===== src/common/matmul_pkg.sv =====
package matmul_pkg;

  // element and matrix geometry
  localparam int DWIDTH    = 8;
  localparam int MAT_SIZE  = 4;
  localparam int AWIDTH    = 6;
  localparam int ACC_WIDTH = 16;
  localparam int WWIDTH    = MAT_SIZE * DWIDTH;
  localparam int IDX_WIDTH = $clog2(MAT_SIZE);
  localparam int MEM_BYTES = 2 ** AWIDTH;

  typedef logic [DWIDTH-1:0]    data_t;
  typedef logic [WWIDTH-1:0]    word_t;
  typedef logic [AWIDTH-1:0]    addr_t;
  typedef logic [MAT_SIZE-1:0]  wmask_t;
  typedef logic [ACC_WIDTH-1:0] acc_t;
  typedef logic [IDX_WIDTH-1:0] idx_t;
  typedef logic [1:0]           mem_sel_t;

  // last row/column index, used by the engine counters
  localparam idx_t LAST_IDX = idx_t'(MAT_SIZE - 1);

  // memory select codes on the host port
  localparam mem_sel_t MEM_A = 2'd0;
  localparam mem_sel_t MEM_B = 2'd1;
  localparam mem_sel_t MEM_C = 2'd2;

  typedef enum logic [1:0] {
    IDLE,
    LAUNCH,
    RUN,
    DONE
  } ctrl_state_t;

  typedef enum logic [1:0] {
    E_IDLE,
    E_READ,
    E_DRAIN,
    E_WRITE
  } eng_state_t;

endpackage


===== src/mem_arbiter.sv =====
`timescale 1ns/1ps

module mem_arbiter import matmul_pkg::*; (
  input  logic     clk,
  input  logic     resetn,

  // host port
  input  logic     host_req,
  input  mem_sel_t host_sel,
  input  addr_t    host_addr,
  input  word_t    host_wdata,
  input  wmask_t   host_we,
  output logic     host_gnt,
  output word_t    host_rdata,

  // engine port
  input  logic     eng_active,
  input  addr_t    eng_addr_a,
  input  addr_t    eng_addr_b,
  input  addr_t    eng_addr_c,
  input  word_t    eng_wdata_c,
  input  wmask_t   eng_we_c,
  output word_t    rdata_a,
  output word_t    rdata_b,

  // memory side
  output addr_t    mem_addr_a,
  output addr_t    mem_addr_b,
  output addr_t    mem_addr_c,
  output word_t    mem_wdata_a,
  output word_t    mem_wdata_b,
  output word_t    mem_wdata_c,
  output wmask_t   mem_we_a,
  output wmask_t   mem_we_b,
  output wmask_t   mem_we_c,
  input  word_t    q_a,
  input  word_t    q_b,
  input  word_t    q_c
);

  mem_sel_t rd_sel_q;

  // engine always wins, the host just waits
  assign host_gnt = host_req && !eng_active;

  assign mem_addr_a = eng_active ? eng_addr_a : host_addr;
  assign mem_addr_b = eng_active ? eng_addr_b : host_addr;
  assign mem_addr_c = eng_active ? eng_addr_c : host_addr;

  // A and B are read only for the engine
  assign mem_wdata_a = host_wdata;
  assign mem_wdata_b = host_wdata;
  assign mem_wdata_c = eng_active ? eng_wdata_c : host_wdata;

  assign mem_we_a = (host_gnt && host_sel == MEM_A) ? host_we : '0;
  assign mem_we_b = (host_gnt && host_sel == MEM_B) ? host_we : '0;
  assign mem_we_c = eng_active ? eng_we_c :
                    ((host_gnt && host_sel == MEM_C) ? host_we : '0);

  assign rdata_a = q_a;
  assign rdata_b = q_b;

  // remember which memory the granted access went to, data follows a cycle later
  always_ff @(posedge clk) begin
    if (!resetn) begin
      rd_sel_q <= MEM_A;
    end else if (host_gnt) begin
      rd_sel_q <= host_sel;
    end
  end

  always_comb begin
    case (rd_sel_q)
      MEM_A:   host_rdata = q_a;
      MEM_B:   host_rdata = q_b;
      MEM_C:   host_rdata = q_c;
      default: host_rdata = '0;
    endcase
  end

  a_no_gnt_in_run: assert property (
    @(posedge clk) disable iff (!resetn) eng_active |-> !host_gnt
  ) else $error("mem_arbiter: host granted during engine run");

  a_eng_ro_ab: assert property (
    @(posedge clk) disable iff (!resetn)
      eng_active |-> (mem_we_a == '0) && (mem_we_b == '0)
  ) else $error("mem_arbiter: write to A or B during engine run");

endmodule


===== config.mk =====
export PLATFORM = sky130hd
export DESIGN_NAME = mem_arbiter
export DESIGN_NICKNAME = d
export VERILOG_FILES = /design/src/common/matmul_pkg.sv /design/src/mem_arbiter.sv
export SDC_FILE = /design/constraint.sdc
export NUM_CORES = 1
export LEC_CHECK = 0
export ABC_AREA = 1
export BUFFER_PORTS_ARGS = -buffer_cell sky130_fd_sc_hd__buf_2
export CAP_MARGIN = 10
export CORE_AREA = 10 10 156 158
export CTS_CLUSTER_DIAMETER = 150
export CTS_CLUSTER_SIZE = 10
export DETAILED_ROUTE_END_ITERATION = 8
export DIE_AREA = 0 0 166 168
export HOLD_SLACK_MARGIN = 0.05
export SLEW_MARGIN = 20
export SYNTH_ARGS = -nofsm -noshare
export SYNTH_HDL_FRONTEND = slang
export SYNTH_SLANG_ARGS = --single-unit

===== constraint.sdc =====
create_clock -name clk -period 3.4 [get_ports clk]
set_clock_uncertainty 0.15 [all_clocks]
set_input_delay 1.02 -clock clk [delete_from_list [all_inputs] [get_ports clk]]
set_output_delay 1.02 -clock clk [all_outputs]
set_load 0.05 [all_outputs]

==> impl_metrics.json <==
{
  "rows": 54,
  "whs_ns": 0.376,
  "clk_pin_slew_worst_paths_ns": 0.03,
  "slowest_stage": "nor2_1",
  "dp_hpwl_mm": 17.2,
  "yosys_register_bits": 2,
  "top_regs": "rd_sel_q (2)",
  "synth_area_per_cell_um2": 5.28,
  "ir_worst_vdd_uv": 148,
  "yosys.area.top_type": "buf_4",
  "crit_path_start_kind": "primary input",
  "yosysSeqAreaShare": 0.0164,
  "syn_nets": 661,
  "placedInstanceArea_um2": 4010,
  "antenna_found_initial": 3,
  "endpoint_kind": "output port",
  "start_util": 0.114,
  "synth_area_leaders": "buf_4, nand2_1, nand3_1",
  "area.growth.synth_to_final_pct": 67.2,
  "rrSetupSlack_ns": 2.41,
  "drt-total-wl_mm": 18.7,
  "crit_arrival_ns": 2.08,
  "netlist_area_um2": 2450,
  "largest_register_ffs": 2,
  "die_area_um2": 27900,
  "required_ns": 2.23,
  "ctsResizeCount": 0,
  "rsz0062_at_grt": "false",
  "slew_headroom": 0.688,
  "drv_cap": 0,
  "postCtsSetupRepairBufs": 0,
  "grt_pass1_vias": 4239,
  "core_area_um2": 21400,
  "fmax_ghz": 0.307,
  "fin_area_um2": 4090,
  "ant_nets": 0,
  "cts-root-buf": "clkbuf_16",
  "grt_max_degree": 33,
  "hold_buffers": 0,
  "cts_buffers": 3,
  "vias": 3911,
  "cts_tree": "yes",
  "slew_violations": 0,
  "portBuffers": 420,
  "clk_latency_ns": 0.22,
  "setup_violations": 0,
  "status": "complete, no violations",
  "wl_per_cell_um": 18.1,
  "dieHeight_um": 168,
  "path_cells": "buf_2, inv_1, buf_4, nand4_1, nor2_1, buf_12",
  "yosysUniqueCellTypes": 15,
  "worst_slew_pin_slew_ns": 0.468,
  "top_register": "rd_sel_q",
  "cp_max_fo": 5,
  "setup_tns_ns": 0,
  "hold_path_class": "reg2reg",
  "gp_congestion": 0.874,
  "clockBufferDepth": 2,
  "critPathMaxStageDelay_ns": 0.28,
  "cts_htree_levels": 1,
  "layout-drive-gt1-share": 0.591,
  "dp_slack_ns": 0.0612,
  "num_io_pins": 421,
  "p_per_area_nw_per_um2": 342,
  "path_class": "in2out",
  "drt_iter0_drc": 153,
  "ys.warnings.count": 0,
  "drc": 0,
  "syn_inst": 463,
  "grt-ovfl-total": 0,
  "synth_top_cell_area_share": 0.399,
  "final.period_utilization": 0.957,
  "critPathTopFamily": "buffers and inverters",
  "fin_crit_ns": 3.25,
  "finalHoldViolCount": 0,
  "clock_sinks": 2,
  "critPathBufInv": 4,
  "vias_per_cell": 3.80,
  "grt_pass1_wl_mm": 27.1,
  "track_usage": 0.123,
  "fin_ws_ns": 0.145,
  "power.total_w": 0.00140,
  "first_pass_iters": 4,
  "die_w_um": 166,
  "layout.nets": 949,
  "nFillCells": 2514,
  "power_leakage_nw": 2.64
}
==> stage by stage <==
| stage | cells | utilization |
|---|---|---|
| 2_1_floorplan | 463 | - |
| 6_report | 1030 | 0.191 |
| 3_3_place_gp | 1026 | 0.187 |
| 3_5_place_dp | 1026 | 0.187 |
| 5_1_grt | 1029 | 0.191 |
| 4_1_cts | 1029 | 0.191 |
==> per-layer routing <==
metal  vias to the layer above  wire (um)  GRT usage
met5                         -         27          0
met3                        15       1950     0.0438
met4                         4        180     0.0208
met2                       294       9390      0.226
li1                       1890          -          -
met1                      1708       7120      0.133
==> kinds of logic after synthesis <==
family,Yosys count,synth area share
simple gates,302,0.513
buf+inv,159,0.471
flops,2,0.0164
==> synth_stat cells, drive strengths merged <==
cell type / count
nor2: 18
nand4: 1
nand2: 213
inv: 10
nand3: 70
buf: 146
dfxtp: 2
clkbuf: 3
==> layout make-up <==
type | count | area, um2 | area share
tap | 280 | 350 | 0.0857
antenna | 1 | 2.50 | 0.000612
multi-input combinational | 302 | 1250 | 0.307
sequential | 2 | 40.0 | 0.00979
clock buffer | 3 | 75.1 | 0.0184
timing repair buffer | 432 | 2330 | 0.569
inverter | 10 | 40.0 | 0.00979
==> report_power, final <==
| group | internal, W | switching [W] | total, W |
|---|---|---|---|
| registers | 0.0000253 | 0.00000383 | 0.0000291 |
| clock network | 0.000150 | 0.0000259 | 0.000175 |
| logic | 0.000272 | 0.000922 | 0.00119 |
| total | 0.000447 | 0.000952 | 0.00140 |
==> path summary, 6_finish.rpt <==
| kind | start | to | cells past startpoint |
|---|---|---|---|
| setup reg to reg | rd_sel_q[0]$_SDFFE_PN0N_ | rd_sel_q[0]$_SDFFE_PN0N_ | 2 |
| hold reg to reg | rd_sel_q[1]$_SDFFE_PN0N_ | rd_sel_q[1]$_SDFFE_PN0N_ | 2 |
| hold / removal | rd_sel_q[1]$_SDFFE_PN0N_ | rd_sel_q[1]$_SDFFE_PN0N_ | 2 |
| setup / recovery | eng_active | mem_we_b[3] | 6 |
==> placed cells by master (no fill, tap or decap) <==
cell	synthesis	final
buf_2	10	411
nand2_1	213	213
nand3_1	70	70
nor2_1	12	12
buf_4	130	12
buf_12	0	9
inv_1	8	8
nor2_4	3	3
nor2_2	3	3
clkbuf_16	0	3
dfxtp_1	2	2
diode_2	0	1
inv_4	1	1
inv_2	1	1
nand4_1	1	1
==> worst min-delay path: stages, from the launching register on <==
cell,delay [ns]
dfxtp_1,0.33
nor2_1,0.11
nor2_1,0.05
Note: power is estimated with default switching activity, not from simulation.
