==> src/common/matmul_pkg.sv <==
package matmul_pkg;

  // element and matrix geometry
  localparam int DWIDTH    = 8;
  localparam int MAT_SIZE  = 4;
  localparam int AWIDTH    = 6;
  localparam int ACC_WIDTH = 16;
  localparam int WWIDTH    = MAT_SIZE * DWIDTH;
  localparam int IDX_WIDTH = $clog2(MAT_SIZE);
  localparam int MEM_BYTES = 2 ** AWIDTH;

  typedef logic [DWIDTH-1:0]    data_t;
  typedef logic [WWIDTH-1:0]    word_t;
  typedef logic [AWIDTH-1:0]    addr_t;
  typedef logic [MAT_SIZE-1:0]  wmask_t;
  typedef logic [ACC_WIDTH-1:0] acc_t;
  typedef logic [IDX_WIDTH-1:0] idx_t;
  typedef logic [1:0]           mem_sel_t;

  // last row/column index, used by the engine counters
  localparam idx_t LAST_IDX = idx_t'(MAT_SIZE - 1);

  // memory select codes on the host port
  localparam mem_sel_t MEM_A = 2'd0;
  localparam mem_sel_t MEM_B = 2'd1;
  localparam mem_sel_t MEM_C = 2'd2;

  typedef enum logic [1:0] {
    IDLE,
    LAUNCH,
    RUN,
    DONE
  } ctrl_state_t;

  typedef enum logic [1:0] {
    E_IDLE,
    E_READ,
    E_DRAIN,
    E_WRITE
  } eng_state_t;

endpackage

==> src/matmul/mac_cell.sv <==
`timescale 1ns/1ps

module mac_cell import matmul_pkg::*; (
  input  logic  clk,
  input  logic  resetn,
  input  logic  clear,
  input  logic  en,
  input  data_t a,
  input  data_t b,
  output data_t sum
);

  acc_t                 acc;
  acc_t                 prod;
  logic [ACC_WIDTH:0]   acc_next;

  assign prod     = a * b;
  assign acc_next = {1'b0, acc} + {1'b0, prod};

  always_ff @(posedge clk) begin
    if (!resetn) begin
      acc <= '0;
    end else if (clear) begin
      acc <= '0;
    end else if (en) begin
      // clamp on carry, a wrapped sum could fall back under 255
      acc <= acc_next[ACC_WIDTH] ? '1 : acc_next[ACC_WIDTH-1:0];
    end
  end

  // anything past one byte reads as full scale
  assign sum = (acc > acc_t'({DWIDTH{1'b1}})) ? '1 : acc[DWIDTH-1:0];

endmodule

==> src/matmul/matmul_engine.sv <==
`timescale 1ns/1ps

module matmul_engine import matmul_pkg::*; (
  input  logic   clk,
  input  logic   resetn,
  input  logic   start_mat_mul,
  output logic   done_mat_mul,
  output logic   eng_active,
  output addr_t  eng_addr_a,
  output addr_t  eng_addr_b,
  output addr_t  eng_addr_c,
  input  word_t  rdata_a,
  input  word_t  rdata_b,
  output word_t  eng_wdata_c,
  output wmask_t eng_we_c
);

  eng_state_t state;
  idx_t       cnt;
  addr_t      word_addr;
  logic       launch;
  logic       acc_en_q;
  data_t      cell_sum [MAT_SIZE][MAT_SIZE];

  assign launch = (state == E_IDLE) && start_mat_mul;

  always_ff @(posedge clk) begin
    if (!resetn) begin
      state <= E_IDLE;
      cnt   <= '0;
    end else begin
      case (state)
        E_IDLE: begin
          cnt <= '0;
          if (start_mat_mul) begin
            state <= E_READ;
          end
        end
        E_READ: begin
          cnt <= cnt + idx_t'(1);
          if (cnt == LAST_IDX) begin
            state <= E_DRAIN;
          end
        end
        E_DRAIN: begin
          // last A column and B row arrive in this cycle
          cnt   <= '0;
          state <= E_WRITE;
        end
        E_WRITE: begin
          cnt <= cnt + idx_t'(1);
          if (cnt == LAST_IDX) begin
            state <= E_IDLE;
          end
        end
        default: begin
          cnt   <= '0;
          state <= E_IDLE;
        end
      endcase
    end
  end

  // memory read latency is one cycle, so accumulate one cycle behind the address
  always_ff @(posedge clk) begin
    if (!resetn) begin
      acc_en_q <= 1'b0;
    end else begin
      acc_en_q <= (state == E_READ);
    end
  end

  // step k reads column k of A and row k of B, write-back reuses it as row index
  assign word_addr  = addr_t'({cnt, 2'b00});
  assign eng_addr_a = word_addr;
  assign eng_addr_b = word_addr;
  assign eng_addr_c = word_addr;

  assign eng_active   = (state != E_IDLE);
  assign done_mat_mul = (state == E_WRITE) && (cnt == LAST_IDX);
  assign eng_we_c     = (state == E_WRITE) ? '1 : '0;

  // outer product array, cell (i,j) holds C[i][j]
  for (genvar i = 0; i < MAT_SIZE; i++) begin : g_row
    for (genvar j = 0; j < MAT_SIZE; j++) begin : g_col
      mac_cell u_cell (
        .clk    (clk),
        .resetn (resetn),
        .clear  (launch),
        .en     (acc_en_q),
        .a      (rdata_a[DWIDTH*i +: DWIDTH]),
        .b      (rdata_b[DWIDTH*j +: DWIDTH]),
        .sum    (cell_sum[i][j])
      );
    end
  end

  // one C row per write cycle
  always_comb begin
    eng_wdata_c = '0;
    for (int j = 0; j < MAT_SIZE; j++) begin
      eng_wdata_c[DWIDTH*j +: DWIDTH] = cell_sum[cnt][j];
    end
  end

  // 4 reads, 1 drain, 4 writes after the launch cycle
  a_fixed_latency: assert property (
    @(posedge clk) disable iff (!resetn) launch |-> ##9 done_mat_mul
  ) else $error("matmul_engine: run length is not 10 cycles");

endmodule

==> config.mk <==
export PLATFORM = sky130hd
export DESIGN_NAME = matmul_engine
export DESIGN_NICKNAME = d
export VERILOG_FILES = /design/src/common/matmul_pkg.sv /design/src/matmul/mac_cell.sv /design/src/matmul/matmul_engine.sv
export SDC_FILE = /design/constraint.sdc
export NUM_CORES = 2
export LEC_CHECK = 0
export BUFFER_PORTS_ARGS = -buffer_cell sky130_fd_sc_hd__buf_2
export CORE_ASPECT_RATIO = 0.8
export CORE_UTILIZATION = 25
export CTS_BUF_LIST = sky130_fd_sc_hd__clkbuf_8
export CTS_CLUSTER_SIZE = 10
export DETAILED_ROUTE_END_ITERATION = 16
export PLACE_DENSITY = 0.38
export SLEW_MARGIN = 20
export SYNTH_ARGS = -nofsm -noshare
export SYNTH_HDL_FRONTEND = slang
export SYNTH_SLANG_ARGS = --single-unit
==> constraint.sdc <==
create_clock -name clk -period 6.6 [get_ports clk]
set_clock_uncertainty 0.2 [all_clocks]
set_input_delay 1.32 -clock clk [delete_from_list [all_inputs] [get_ports clk]]
set_output_delay 1.32 -clock clk [all_outputs]
set_load 0.1 [all_outputs]
==> qor.yml <==
status:
  outcome: "completed"
critical_path:
  crit_chain: "buf_2 > buf_4 > nand2_1 > fa_1 > inv_1 > fa_1 > fa_1 > inv_1 > fa_1 > inv_1 > ha_1 > o311a_1 > buf_4 > a31oi_1 > o31ai_4 > o221a_2"
  cp_data_required_time_ns: 7.09
  cpMostUsedCell: "fa_1"
  slowest_delay_ns: 0.80
  cpMaxStageDelayCell: "o31ai_4"
  rr_worst_depth: 16
  cp-start-kind: "primary input"
  crit_fanout: 16
  cp.arrival_ns: 6.45
  critical_path_class: "in2reg"
  endpoint_kind: "flip-flop"
cts:
  cts_root_buf: "clkbuf_8"
  cts_buffer_depth: 3
  cts_htree_levels: 3
  cts_tree: "yes"
  cts.clk_slew.worst_paths_ns: 0.05
  cts_buffers: 66
  clock-sinks: 261
  postCtsResizedCells: 0
  clock_latency_ns: 0.79
  hold_buffers: 0
  postCtsSetupBuffers: 0
min_path:
  holdPathStages: 1
  hp-class: "reg2reg"
sta:
  final-hold-violation-count: 0
  fmax_ghz: 0.168
  worst_pin_slew_ns: 1.02
  min_period_ns: 5.95
  maxSlewHeadroom: 0.321
  setup_slack_ns: 0.645
  fin_crit_sh: 0.902
  grt_setup_unrepaired: "no"
  drv_slew: 0
  setup_violations: 0
final_layout:
  fin_nets: 7790
  final_cell_mix: "1654 x inv_1, 816 x fa_1, 582 x ha_1"
  fin_util: 0.285
  area_growth_pct: 13.2
  final_common_cell: "inv_1"
  drive_gt1_frac: 0.107
  fill_cells: 22400
yosys:
  yosysTopAreaCell: "fa_1"
  synth-async-reset-ratio: 0
  synth_area_um2: 51900
  avgSynthCellArea_um2: 8.42
  synth_cell_type_count: 86
  synth_seq_cells: 261
  yosysWarnings: 0
  synthFlopType: "dfxtp_1"
  synth_edf_count: 0
  seq_area_frac_synth: 0.101
  synthCells: 6156
  yosysTopAreaCellShare: 0.315
  synth_area_leaders: "fa_1 31%, ha_1 14%, inv_1 12%, dfxtp_1 10%, and2_1 6.9%"
drt:
  drc: 0
  via_per_inst: 4.40
  ant_nets: 0
  drt_iter0_drc: 2138
  vias: 40100
  routedWlPerCell_um: 18.3
  routed_wl_um: 167000
  drt_first_pass_iters: 5
floorplanning:
  die-area_um2: 209000
  rows: 149
  start_util: 0.252
  core_um2: 206000
  die_y_um: 409
  die_w_um: 511
  pin_count: 123
global_routing:
  grt_pass1_vias: 42000
  grt_max_degree: 140
  grt_usage: 0.163
  grt_pass1_wl_um: 262000
  overflow: 0
  antenna_found_initial: 33
placed_design:
  dp_hpwl_um: 132000
  portBuffers: 110
  pre_cts_slack_ns: -0.150
  gp_congestion: 0.795
power_and_ir_drop:
  power_density_nw_per_um2: 397
  total_power_mw: 23.3
  p_leak_nw: 29.7
  peakVddDrop_mv: 1.03
run:
  max_cap_viol_count: 0
-- where the power goes --
part	internal (mW)	switching, mW	total (mW)
Combinational	7.16	11.6	18.8
Sequential	1.89	0.390	2.28
Clock	1.19	1.07	2.26
-- worst max-delay path: cells and delay by family --
family	cells	cell delay, ns
compound gates	4	1.51
fa+ha+maj	5	2.40
buf+inv	6	1.09
simple gates	1	0.09
-- metrics by stage --
| step | TNS (ns) | hold slack [ns] | instance area, um2 | std cells |
|---|---|---|---|---|
| floorplan | 0 | 0.290 | 51900 | 6167 |
| global placement | -1.54 | 0.315 | 57300 | 8975 |
| detailed placement | -5.20 | 0.316 | 57300 | 8975 |
| CTS | 0 | 0.335 | 58700 | 9093 |
| global route | 0 | 0.353 | 58700 | 9102 |
| finish | 0 | 0.330 | 58700 | 9111 |
-- cells by family after synthesis --
family / after synthesis / share of synthesized area
AO/OA/AOI/OAI: 937 / 0.127
flip-flops: 261 / 0.101
XOR/XNOR: 154 / 0.0263
AND/OR/NAND/NOR: 1454 / 0.145
other: 1 / 0.0000723
multiplexers: 12 / 0.00239
buffers and inverters: 1939 / 0.143
adder cells (fa/ha/maj): 1398 / 0.455
-- synthesized netlist by cell type, types with 6 or more instances --
| master | count |
|---|---|
| nor3_1 | 44 |
| a21oi_1 | 218 |
| a21o_1 | 62 |
| clkbuf_1 | 264 |
| fa_1 | 816 |
| nand2_1 | 524 |
| and3_1 | 6 |
| a21boi_0 | 8 |
| o21ai_0 | 243 |
| a31oi_1 | 31 |
| xnor2_1 | 85 |
| o221ai_1 | 36 |
| o21bai_1 | 14 |
| buf_2 | 9 |
| nand4_1 | 22 |
| nand3_1 | 30 |
| o31a_1 | 12 |
| or3_1 | 14 |
| nor4b_1 | 7 |
| ha_1 | 582 |
| o21a_1 | 46 |
| o31ai_1 | 8 |
| nand2b_1 | 25 |
| nor4_1 | 20 |
| and2_1 | 569 |
| o22ai_1 | 35 |
| buf_4 | 23 |
| or2_2 | 13 |
| o221a_2 | 139 |
| mux2i_1 | 9 |
| nor2_1 | 107 |
| a211oi_1 | 25 |
| dfxtp_1 | 261 |
| xor2_1 | 67 |
| inv_1 | 1634 |
| nor2b_1 | 44 |
-- final timing paths --
check / startpoint / endpoint / slack [ns]
setup / recovery: rdata_a[23] / g_row[2].g_col[2].u_cell.acc[12] / 0.65
hold / removal: g_row[1].g_col[0].u_cell.acc[14] / g_row[1].g_col[0].u_cell.acc[14] / 0.33
setup reg to reg: g_row[2].g_col[2].u_cell.acc[6] / g_row[2].g_col[2].u_cell.acc[12] / 1.36
hold reg to reg: g_row[1].g_col[0].u_cell.acc[14] / g_row[1].g_col[0].u_cell.acc[14] / 0.33
-- state kept, by name, indices dropped and copies added (netlist names) --
name	count
state	2
g_row.g_col.u_cell.acc	256
acc_en_q	1
cnt	2
-- area by class of cell --
class                      instances  area [um2]  area share
inverter                        1634        6130       0.104
clock inverter                    37         246     0.00420
antenna                           18        45.0    0.000767
clock buffer                      81        1110      0.0190
tap                             2718        3400      0.0579
multi-input combinational       3967       39300       0.669
sequential                       261        5230      0.0891
timing repair buffer             395        3280      0.0558
-- routing by layer --
layer,GRT usage,vias to the layer above,share of wire
li1,-,19300,-
met2,0.249,595,0.43
met5,0,-,0.00014
met3,0.0193,164,0.035
met4,0.0301,4,0.018
met1,0.244,20000,0.52
No activity file was read; power rests on OpenSTA's default activity.
