===== src/common/matmul_pkg.sv =====
package matmul_pkg;

  // element and matrix geometry
  localparam int DWIDTH    = 8;
  localparam int MAT_SIZE  = 4;
  localparam int AWIDTH    = 6;
  localparam int ACC_WIDTH = 16;
  localparam int WWIDTH    = MAT_SIZE * DWIDTH;
  localparam int IDX_WIDTH = $clog2(MAT_SIZE);
  localparam int MEM_BYTES = 2 ** AWIDTH;

  typedef logic [DWIDTH-1:0]    data_t;
  typedef logic [WWIDTH-1:0]    word_t;
  typedef logic [AWIDTH-1:0]    addr_t;
  typedef logic [MAT_SIZE-1:0]  wmask_t;
  typedef logic [ACC_WIDTH-1:0] acc_t;
  typedef logic [IDX_WIDTH-1:0] idx_t;
  typedef logic [1:0]           mem_sel_t;

  // last row/column index, used by the engine counters
  localparam idx_t LAST_IDX = idx_t'(MAT_SIZE - 1);

  // memory select codes on the host port
  localparam mem_sel_t MEM_A = 2'd0;
  localparam mem_sel_t MEM_B = 2'd1;
  localparam mem_sel_t MEM_C = 2'd2;

  typedef enum logic [1:0] {
    IDLE,
    LAUNCH,
    RUN,
    DONE
  } ctrl_state_t;

  typedef enum logic [1:0] {
    E_IDLE,
    E_READ,
    E_DRAIN,
    E_WRITE
  } eng_state_t;

endpackage


===== src/matmul_ctrl.sv =====
`timescale 1ns/1ps

module matmul_ctrl import matmul_pkg::*; (
  input  logic clk,
  input  logic resetn,
  input  logic start,
  input  logic clear_done,
  input  logic done_mat_mul,
  output logic start_mat_mul,
  output logic busy,
  output logic done
);

  ctrl_state_t state;

  always_ff @(posedge clk) begin
    if (!resetn) begin
      state         <= IDLE;
      start_mat_mul <= 1'b0;
    end else begin
      case (state)
        IDLE: begin
          start_mat_mul <= 1'b0;
          if (start) begin
            state <= LAUNCH;
          end
        end
        LAUNCH: begin
          // engine sees the level from the next cycle on
          start_mat_mul <= 1'b1;
          state         <= RUN;
        end
        RUN: begin
          if (done_mat_mul) begin
            start_mat_mul <= 1'b0;
            state         <= DONE;
          end
        end
        DONE: begin
          // hold done until the host acknowledges it
          if (clear_done) begin
            state <= IDLE;
          end
        end
        default: begin
          start_mat_mul <= 1'b0;
          state         <= IDLE;
        end
      endcase
    end
  end

  assign busy = (state == LAUNCH) || (state == RUN);
  assign done = (state == DONE);

  // the engine must only finish a run that was launched
  a_done_in_run: assert property (
    @(posedge clk) disable iff (!resetn) done_mat_mul |-> (state == RUN)
  ) else $error("matmul_ctrl: done_mat_mul outside RUN");

endmodule


===== config.mk =====
export PLATFORM = sky130hd
export DESIGN_NAME = matmul_ctrl
export DESIGN_NICKNAME = d
export VERILOG_FILES = /design/src/common/matmul_pkg.sv /design/src/matmul_ctrl.sv
export SDC_FILE = /design/constraint.sdc
export NUM_CORES = 1
export LEC_CHECK = 0
export BUFFER_PORTS_ARGS = -buffer_cell sky130_fd_sc_hd__buf_2
export CAP_MARGIN = 5
export CORE_AREA = 2 2 39 41
export CTS_BUF_LIST = sky130_fd_sc_hd__clkbuf_4
export DETAILED_ROUTE_END_ITERATION = 10
export DIE_AREA = 0 0 41 43
export SLEW_MARGIN = 5
export SYNTH_ARGS = -nofsm -noshare
export SYNTH_HDL_FRONTEND = slang
export SYNTH_SLANG_ARGS = --single-unit

===== constraint.sdc =====
create_clock -name clk -period 1.8 [get_ports clk]
set_clock_uncertainty 0.1 [all_clocks]
set_input_delay 0.09 -clock clk [delete_from_list [all_inputs] [get_ports clk]]
set_output_delay 0.09 -clock clk [all_outputs]
set_load 0.05 [all_outputs]

==> flow_summary.yaml, run 1 <==
setup_path:
  slowest_stage: "dfxtp_1"
  startpoint_type: "flop"
  cp_top_family: "flip-flops"
  critical_path_buf_inv_count: 2
  timing.rr.end: "state[0]$_SDFFE_PN0P_"
  r2r-start: "state[0]$_SDFFE_PN0P_"
  path_max_fanout: 4
  path_class: "flop to output pin"
  r2r_setup_slack_ns: 0.46
  max_stage_delay_ns: 0.37
  crit_chain: "inv_1 -> ha_1 -> buf_2"
  reg2reg_depth: 5
  startpoint: "state[1]$_SDFFE_PN0P_"
  critPathCaptureType: "output pin"
  worstPathArrival_ns: 1.25
  cp_data_required_time_ns: 1.61
die:
  rows: 14
  fp.dieH_um: 43
  start_util_pct: 16.1
  core_um2: 1380
  die_area_um2: 1760
  die_w_um: 41
  io_pins: 8
cells_and_area:
  finalInstanceArea_um2: 308
  diodes: 0
  drive_above_1_share_pct: 41.2
  area_growth_pct: 38.2
  layout.nets: 45
cts:
  cts_max_level: 1
  postCtsHoldBufs: 0
  cts.clk_slew.worst_paths_ns: 0.04
  postCtsSetupBuffers: 0
  cts_sinks: 3
  clockRootBuffer: "clkbuf_4"
  cts_resized: 0
  clk_latency_ns: 0.23
  cts_made_buffers: 3
  cts_tree: "done"
  clockBufferDepth: 2
routing:
  viasPerCell: 3.52
  drcViolationCount: 0
  wl_per_cell_um: 7.34
  wirelength_um: 367
  drtIter0Drc: 3
  vias: 176
  dr.pass1.iters: 2
  ant_nets: 0
sta:
  max-slew-margin-rel_pct: 83.5
  final_hold_viol_count: 0
  finalSetupViolations: 0
  fin_setup_tns_ns: 0
  layout_min_cycle_time_ns: 1.44
  rsz0062_at_grt: "false"
  worstMarginPinSlew_ns: 0.250
  clock.fmax_ghz: 0.696
  finalMaxSlewViolations: 0
  finalCritPeriodShare_pct: 79.9
hold_path:
  hold_end: "state[1]$_SDFFE_PN0P_"
  hold_depth: 3
  hold_class: "input port to flop"
  holdCritStartpoint: "resetn"
global_route:
  grt-ovfl-total: 0
  grt_max_degree: 6
  use_met1_pct: 6.71
  use_met2_pct: 6.25
  grt_usage_pct: 5.91
  use_met3_pct: 7.85
  grt_pass1_vias: 172
  top_usage_layer: "met3"
  antenna_found_initial: 0
  grt_pass1_wl_um: 634
logic_synthesis:
  synth_area_um2: 223
  synthCells: 23
  netlist-cell-type-count: 12
  ys_seq_area_share_pct: 27.0
  synth_top_area_share_pct: 28.1
  yosys-top-cells-area: "ha_1 (28%), dfxtp_1 (27%), mux2i_1 (9.0%)"
  yosysWarnings: 0
  synthesis.nets: 33
  ys_seq_elements: 3
  avgSynthCellArea_um2: 9.68
  synth_largest_area_cell: "ha_1"
power_and_ir_drop:
  ir_drop_mv: 0.641
  p_seq_share_pct: 21.0
  p_comb_share_pct: 55.8
  p_sw_w: 0.000266
  p_int_w: 0.000302
  p_leak_nw: 0.156
  clkPwrFrac_pct: 23.2
  switching_share_pct: 46.8
  powerDensity_nw_per_um2: 1840
status:
  status: "completed"
placement:
  dp_hpwl_um: 316
  dpl_cell_area_um2: 278
  numPortBuffers: 7
  globalplace.congestion: 0.652
run:
  drv_cap: 0
-- registers in the layout, indices dropped and copies added, names as in the netlist --
register and count:
state 2, start_mat_mul 1
-- logic make-up (layout without fill, tap and decap cells) --
kind of cell               Yosys count  after routing  share of synthesized area (%)
and+or+nand+nor                      5              5                           10.1
AOI/OAI and AO/OA                    4              4                           19.1
buffers and inverters                4             15                           6.74
DFF                                  3              3                           27.0
muxes                                2              2                           8.99
adders and majority gates            5              5                           28.1
-- layout by cell type, fill, tap and decap left out --
master	synthesis	routed
inv_1	3	3
a21boi_1	1	1
ha_1	5	5
nand2b_1	1	1
dfxtp_1	3	3
o221a_4	1	1
nand3_1	1	1
clkbuf_4	0	4
nand2_1	3	3
buf_2	0	7
o21ai_0	1	1
inv_2	1	1
a21bo_2	1	1
mux2i_1	2	2
-- metal layers --
| layer | share of wire (%) | vias up |
|---|---|---|
| met5 | 0 | - |
| met1 | 55 | 73 |
| li1 | - | 98 |
| met4 | 0 | 0 |
| met2 | 39 | 5 |
| met3 | 5.4 | 0 |
-- final cells by class --
cell class,count,area (um^2)
Inverter,4,15.0
Sequential cell,3,60.1
Timing Repair Buffer,7,35.0
Tap cell,16,20.0
Fill cell,162,1080
Multi-Input combinational cell,16,148
Clock buffer,4,30.0
-- how the worst max path moves through the flow --
stage / endpoint / slack (ns) / cells after the start
after detailed placement: state[0]$_SDFFE_PN0P_ / 0.43 / 5
after global placement: state[0]$_SDFFE_PN0P_ / 0.46 / 5
after floorplan: state[0]$_SDFFE_PN0P_ / 0.23 / 4
after CTS: busy / 0.33 / 3
final: busy / 0.36 / 3
after global routing: busy / 0.26 / 3
-- through the flow --
stage | util (%) | worst slack [ns] | hold slack (ns) | total power (W) | instances
detailed placement | 20.1 | 0.428 | 0.296 | 0.000445 | 46
floorplan | - | 0.230 | 0.136 | 0.000393 | 23
global route | 22.2 | 0.259 | 0.0537 | 0.000637 | 50
CTS | 22.2 | 0.333 | 0.0461 | 0.000585 | 50
finish | 22.2 | 0.363 | 0.0548 | 0.000568 | 50
global placement | 20.1 | 0.460 | 0.296 | 0.000444 | 46
-- cells in the mapped netlist --
cell      instances
inv_2             1
nand2_1           3
inv_1             3
nand3_1           1
a21bo_2           1
nand2b_1          1
o21ai_0           1
ha_1              5
mux2i_1           2
o221a_4           1
dfxtp_1           3
a21boi_1          1
-- worst min-delay path, cell delays in order --
cell	delay, ns
buf_2	0.13
nand2_1	0.06
mux2i_1	0.05
-- power groups by stage --
stage	Combinational [W]	Clock (W)	Sequential, W
floorplan	0.000253	0	0.000140
CTS	0.000324	0.000140	0.000121
detailed placement	0.000323	0	0.000122
global route	0.000361	0.000152	0.000123
global placement	0.000325	0	0.000120
finish	0.000317	0.000132	0.000120
Power figures use the tool's default switching activity.
==> inputs of run 2 (changes only) <==
- clock period: 1.8 -> 1.2 ns (I/O delays scaled with it)
==> run 2 against run 1 <==
Net effect:
- the run now ends with setup timing left
- critical path depth grew 1
- worst setup slack lost 0.47 ns
- flip-flop and latch count is the same
- power grew 120%
- sequential power grew 61%
- die area is the same
- combinational power grew to 2.7 times the previous value
- utilization grew 9.5 points
- cell area grew 43%
- first-iteration DRC count is the same
- clock power grew 55%
==> flow_summary.yaml, run 2 (synthesis gave the netlist of run 1 again) <==
power_and_ir_drop:
  clkPwrFrac_pct: 16.4
  switching_share_pct: 41.0
  p_seq_share_pct: 15.4
  ir_drop_mv: 1.27
  p_int_w: 0.000739
  p_sw_w: 0.000515
  p_comb_share_pct: 68.2
  p_total_w: 0.00125
  p_leak_nw: 0.203
  powerDensity_nw_per_um2: 2860
global_route:
  grt_usage_pct: 7.52
  grt_pass1_wl_um: 800
  grt_max_degree: 6
  grt-ovfl-total: 0
  grt_pass1_vias: 201
  antenna_found_initial: 0
status:
  status: "complete, but fails checks"
  violations: "setup timing"
setup_path:
  cp_data_required_time_ns: 1.04
  startpoint_type: "flop"
  worstPathArrival_ns: 1.15
  path_max_fanout: 4
  r2r-start: "state[1]$_SDFFE_PN0P_"
  reg2reg_depth: 5
  timing.rr.end: "state[0]$_SDFFE_PN0P_"
  path_class: "flop to output pin"
  crit_chain: "inv_2 -> buf_6 -> ha_4 -> buf_8"
  r2r_setup_slack_ns: -0.07
  max_stage_delay_ns: 0.36
  critical_path_buf_inv_count: 3
  slowest_stage: "dfxtp_4"
  critPathCaptureType: "output pin"
  cp_top_family: "flip-flops"
cts:
  cts.clk_slew.worst_paths_ns: 0.04
  clockRootBuffer: "clkbuf_4"
  cts_tree: "done"
  cts_max_level: 1
  clk_latency_ns: 0.24
  cts_sinks: 3
  cts_made_buffers: 3
  clockBufferDepth: 2
  postCtsHoldBufs: 0
routing:
  wl_per_cell_um: 9.07
  wirelength_um: 526
  ant_nets: 0
  dr.pass1.iters: 2
  viasPerCell: 3.66
  vias: 212
  drcViolationCount: 0
  drtIter0Drc: 3
cells_and_area:
  diodes: 0
  finalInstanceArea_um2: 439
  fillCellCount: 147
  largest_reg_flops: 2
  top_regs: "state (2), start_mat_mul (1)"
  area_growth_pct: 97.2
  top_register: "state"
  final_cell_mix: "buf_4 (6), buf_2 (5), clkbuf_4 (4)"
  final_common_cell: "buf_4"
  layout.nets: 53
  drive_above_1_share_pct: 76.2
die:
  start_util_pct: 16.1
  fp.dieH_um: 43
  die_w_um: 41
  core_um2: 1380
  io_pins: 8
  rows: 14
  die_area_um2: 1760
placement:
  dpl_cell_area_um2: 350
  globalplace.congestion: 0.668
  numPortBuffers: 7
  dp_hpwl_um: 389
sta:
  finalMaxSlewViolations: 0
  finalSetupViolations: 4
  layout_min_cycle_time_ns: 1.31
  rsz0062_at_grt: "true"
  worstMarginPinSlew_ns: 0.247
  clock.fmax_ghz: 0.764
  max-slew-margin-rel_pct: 83.6
  layout_setup_ws_ns: -0.108
  finalCritPeriodShare_pct: 109
  final_hold_viol_count: 0
hold_path:
  hold_depth: 3
  holdCritStartpoint: "resetn"
  hold_end: "state[1]$_SDFFE_PN0P_"
  hold_class: "input port to flop"
run:
  drv_cap: 0
-- run 2: layer usage --
metal / track usage, % / vias up / part of all wire (%)
li1: - / 112 / -
met1: 8.31 / 90 / 45
met2: 8.75 / 10 / 46
met3: 6.28 / 0 / 8.7
met4: 6.00 / 0 / 0
met5: 0 / - / 0
-- run 2: stage by stage --
stage	setup slack (ns)	hold slack, ns	TNS, ns	util [%]	std cells
4_1_cts	-0.118	0.00318	-0.272	30.7	58
2_1_floorplan	-0.0453	0.0984	-0.0893	-	23
3_3_place_gp	-0.0432	0.249	-0.0858	25.3	52
5_1_grt	-0.147	0.0286	-0.415	31.7	58
6_report	-0.108	0.00728	-0.238	31.7	58
3_5_place_dp	-0.0615	0.258	-0.153	25.3	52
-- run 2: final cells by class --
class | count | area, um^2 | area share, %
Multi-Input combinational cell | 16 | 190 | 43.3
Timing Repair Buffer | 15 | 119 | 27.1
Sequential cell | 3 | 65.1 | 14.8
Clock buffer | 4 | 30.0 | 6.84
Tap cell | 16 | 20.0 | 4.56
Inverter | 4 | 15.0 | 3.42
-- run 2: tightest hold or removal path, cell delays in order --
cell,delay (ns)
buf_2,0.13
nand2_1,0.06
mux2i_1,0.05
-- run 2: repair_timing --
item | CTS | global route
setup buffers | 2 | 0
cloned | 0 | 0
resized for setup | 10 | 3
pin swaps | 2 | 1
endpoints found under the setup margin | 5 | 5
-- run 2: power by group through the flow --
stage / Sequential (W) / Clock, W / Combinational [W]
after floorplan: 0.000234 / 0 / 0.000459
after global placement: 0.000193 / 0 / 0.000651
after detailed placement: 0.000194 / 0 / 0.000652
after CTS: 0.000193 / 0.000213 / 0.000837
after global routing: 0.000200 / 0.000220 / 0.000937
final: 0.000193 / 0.000205 / 0.000856
-- run 2: worst max path at each step --
stage                           from               endpoint  depth (start not counted)
6_report       state[1]$_SDFFE_PN0P_                   busy                          4
5_1_grt        state[1]$_SDFFE_PN0P_                   busy                          4
4_1_cts        state[1]$_SDFFE_PN0P_                   busy                          4
3_5_place_dp   state[0]$_SDFFE_PN0P_  state[0]$_SDFFE_PN0P_                          5
3_3_place_gp   state[1]$_SDFFE_PN0P_                   busy                          4
2_1_floorplan  state[0]$_SDFFE_PN0P_  state[0]$_SDFFE_PN0P_                          4
==> inputs of run 3 (changes only) <==
- SETUP_SLACK_MARGIN: not set -> 0.5
==> run 3 against run 2 <==
Net effect:
- the run still ends with setup timing left
- cell count shrank 3.4%
- worst setup slack better by 0.018 ns
- die area stayed put
- cell area decreased by 3.4%
- sequential share of layout area rose by 0.82 points
- first-iteration DRC count stayed put
- non-clock buffer count is 2 lower
- fmax up 1.4%
- utilization fell by 1.1 points
- hold slack improved by 0.0029 ns
- critical path type unchanged
==> flow_summary.yaml, run 3 (synthesis gave the netlist of run 1 again) <==
die:
  start_util_pct: 16.1
  core_um2: 1380
  die_area_um2: 1760
  fp.dieH_um: 43
  die_w_um: 41
  rows: 14
  io_pins: 8
routing:
  dr.pass1.iters: 4
  drtIter0Drc: 3
  wirelength_um: 442
  wl_per_cell_um: 7.89
  drcViolationCount: 0
  vias: 207
  ant_nets: 0
  viasPerCell: 3.70
sta:
  rsz0062_at_grt: "true"
  layout_setup_ws_ns: -0.0907
  finalCritPeriodShare_pct: 108
  clock.fmax_ghz: 0.775
  layout_min_cycle_time_ns: 1.29
  finalMaxSlewViolations: 0
  worstMarginPinSlew_ns: 0.136
  final_hold_viol_count: 0
  max-slew-margin-rel_pct: 90.9
  finalSetupViolations: 4
hold_path:
  hold_class: "input port to flop"
  holdCritStartpoint: "resetn"
  hold_depth: 3
  hold_end: "state[1]$_SDFFE_PN0P_"
status:
  status: "complete, but fails checks"
  violations: "setup timing"
setup_path:
  crit_chain: "inv_2 -> buf_6 -> ha_4 -> buf_8"
  worstPathArrival_ns: 1.13
  slowest_stage: "dfxtp_2"
  path_max_fanout: 3
  max_stage_delay_ns: 0.33
  reg2reg_depth: 5
  timing.rr.end: "state[0]$_SDFFE_PN0P_"
  r2r-start: "state[0]$_SDFFE_PN0P_"
  cp_data_required_time_ns: 1.04
  startpoint_type: "flop"
  r2r_setup_slack_ns: -0.02
  critPathCaptureType: "output pin"
  startpoint: "state[0]$_SDFFE_PN0P_"
  path_class: "flop to output pin"
cts:
  cts_made_buffers: 3
  postCtsHoldBufs: 0
  cts_max_level: 1
  clockRootBuffer: "clkbuf_4"
  cts_sinks: 3
  clockBufferDepth: 2
  cts_tree: "done"
  clk_latency_ns: 0.23
  cts.clk_slew.worst_paths_ns: 0.04
placement:
  numPortBuffers: 7
  dp_slack_ns: -0.0718
  globalplace.congestion: 0.618
  dp_hpwl_um: 353
  dp.cells: 51
cells_and_area:
  drive_above_1_share_pct: 72.5
  top_regs: "state (2), start_mat_mul (1)"
  top_register: "state"
  diodes: 0
  multi_input_area_um2: 183
  final_cell_mix: "buf_4 (5), clkbuf_4 (4), buf_2 (4)"
  final_common_cell: "buf_4"
  fin_cells: 56
  fin_util_pct: 30.7
  fillCellCount: 152
  largest_reg_flops: 2
  ff_latch_area_um2: 66.3
  layout.nets: 51
  area_growth_pct: 90.4
global_route:
  grt_pass1_vias: 166
  grt_max_degree: 6
  grt_pass1_wl_um: 607
  grt_usage_pct: 5.72
  antenna_found_initial: 0
  grt-ovfl-total: 0
run:
  drv_cap: 0
power_and_ir_drop:
  p_leak_nw: 0.196
  powerDensity_nw_per_um2: 2800
  ir_drop_mv: 1.21
## run 3: timing repair
item,in CTS,in global routing
endpoints found under the setup margin,6,6
resized for setup,9,2
gates cloned,0,0
setup buffers,1,0
pin swaps,1,0
## run 3: cell type report
type	count	share of cell area (%)
repair buffers	13	26.0
clock buffers	4	7.08
flip-flops and latches	3	15.6
inverters	4	3.54
well taps	16	4.72
multi-input cells	16	43.1
## run 3: worst max path at each step
| stage | end | slack [ns] | cells after the start |
|---|---|---|---|
| after floorplan | state[0]$_SDFFE_PN0P_ | -0.05 | 4 |
| after global placement | state[0]$_SDFFE_PN0P_ | -0.07 | 5 |
| after detailed placement | state[1]$_SDFFE_PN0P_ | -0.07 | 5 |
| after CTS | busy | -0.10 | 4 |
| after global routing | busy | -0.14 | 4 |
| final | busy | -0.09 | 4 |
## run 3: critical path: cells and delay by family, from the launching register on
kind                     cells  cell delay, ns
flip-flops                   1            0.33
buffers and inverters        3            0.31
adder cells (fa/ha/maj)      1            0.26
## run 3: power breakdown
part	internal (W)	switching [W]
combinational	0.000393	0.000386
sequential	0.000160	0.0000493
clock	0.000147	0.0000508
## run 3: layer usage
| layer | routed length (um) | GRT usage, % | vias up |
|---|---|---|---|
| met1 | 207 | 6.41 | 88 |
| met5 | 0 | 0 | - |
| li1 | - | - | 109 |
| met2 | 184 | 5.94 | 10 |
| met4 | 0 | 2.00 | 0 |
| met3 | 50 | 7.85 | 0 |
## run 3: stage by stage
step                hold WS [ns]  total power (W)  area, um^2  TNS (ns)
floorplan                 0.0953         0.000708         254   -0.0869
global placement           0.246         0.000825         347    -0.147
detailed placement         0.252         0.000830         347    -0.143
CTS                     0.000437          0.00119         414    -0.344
global route              0.0170          0.00127         424    -0.431
finish                    0.0102          0.00119         424    -0.192
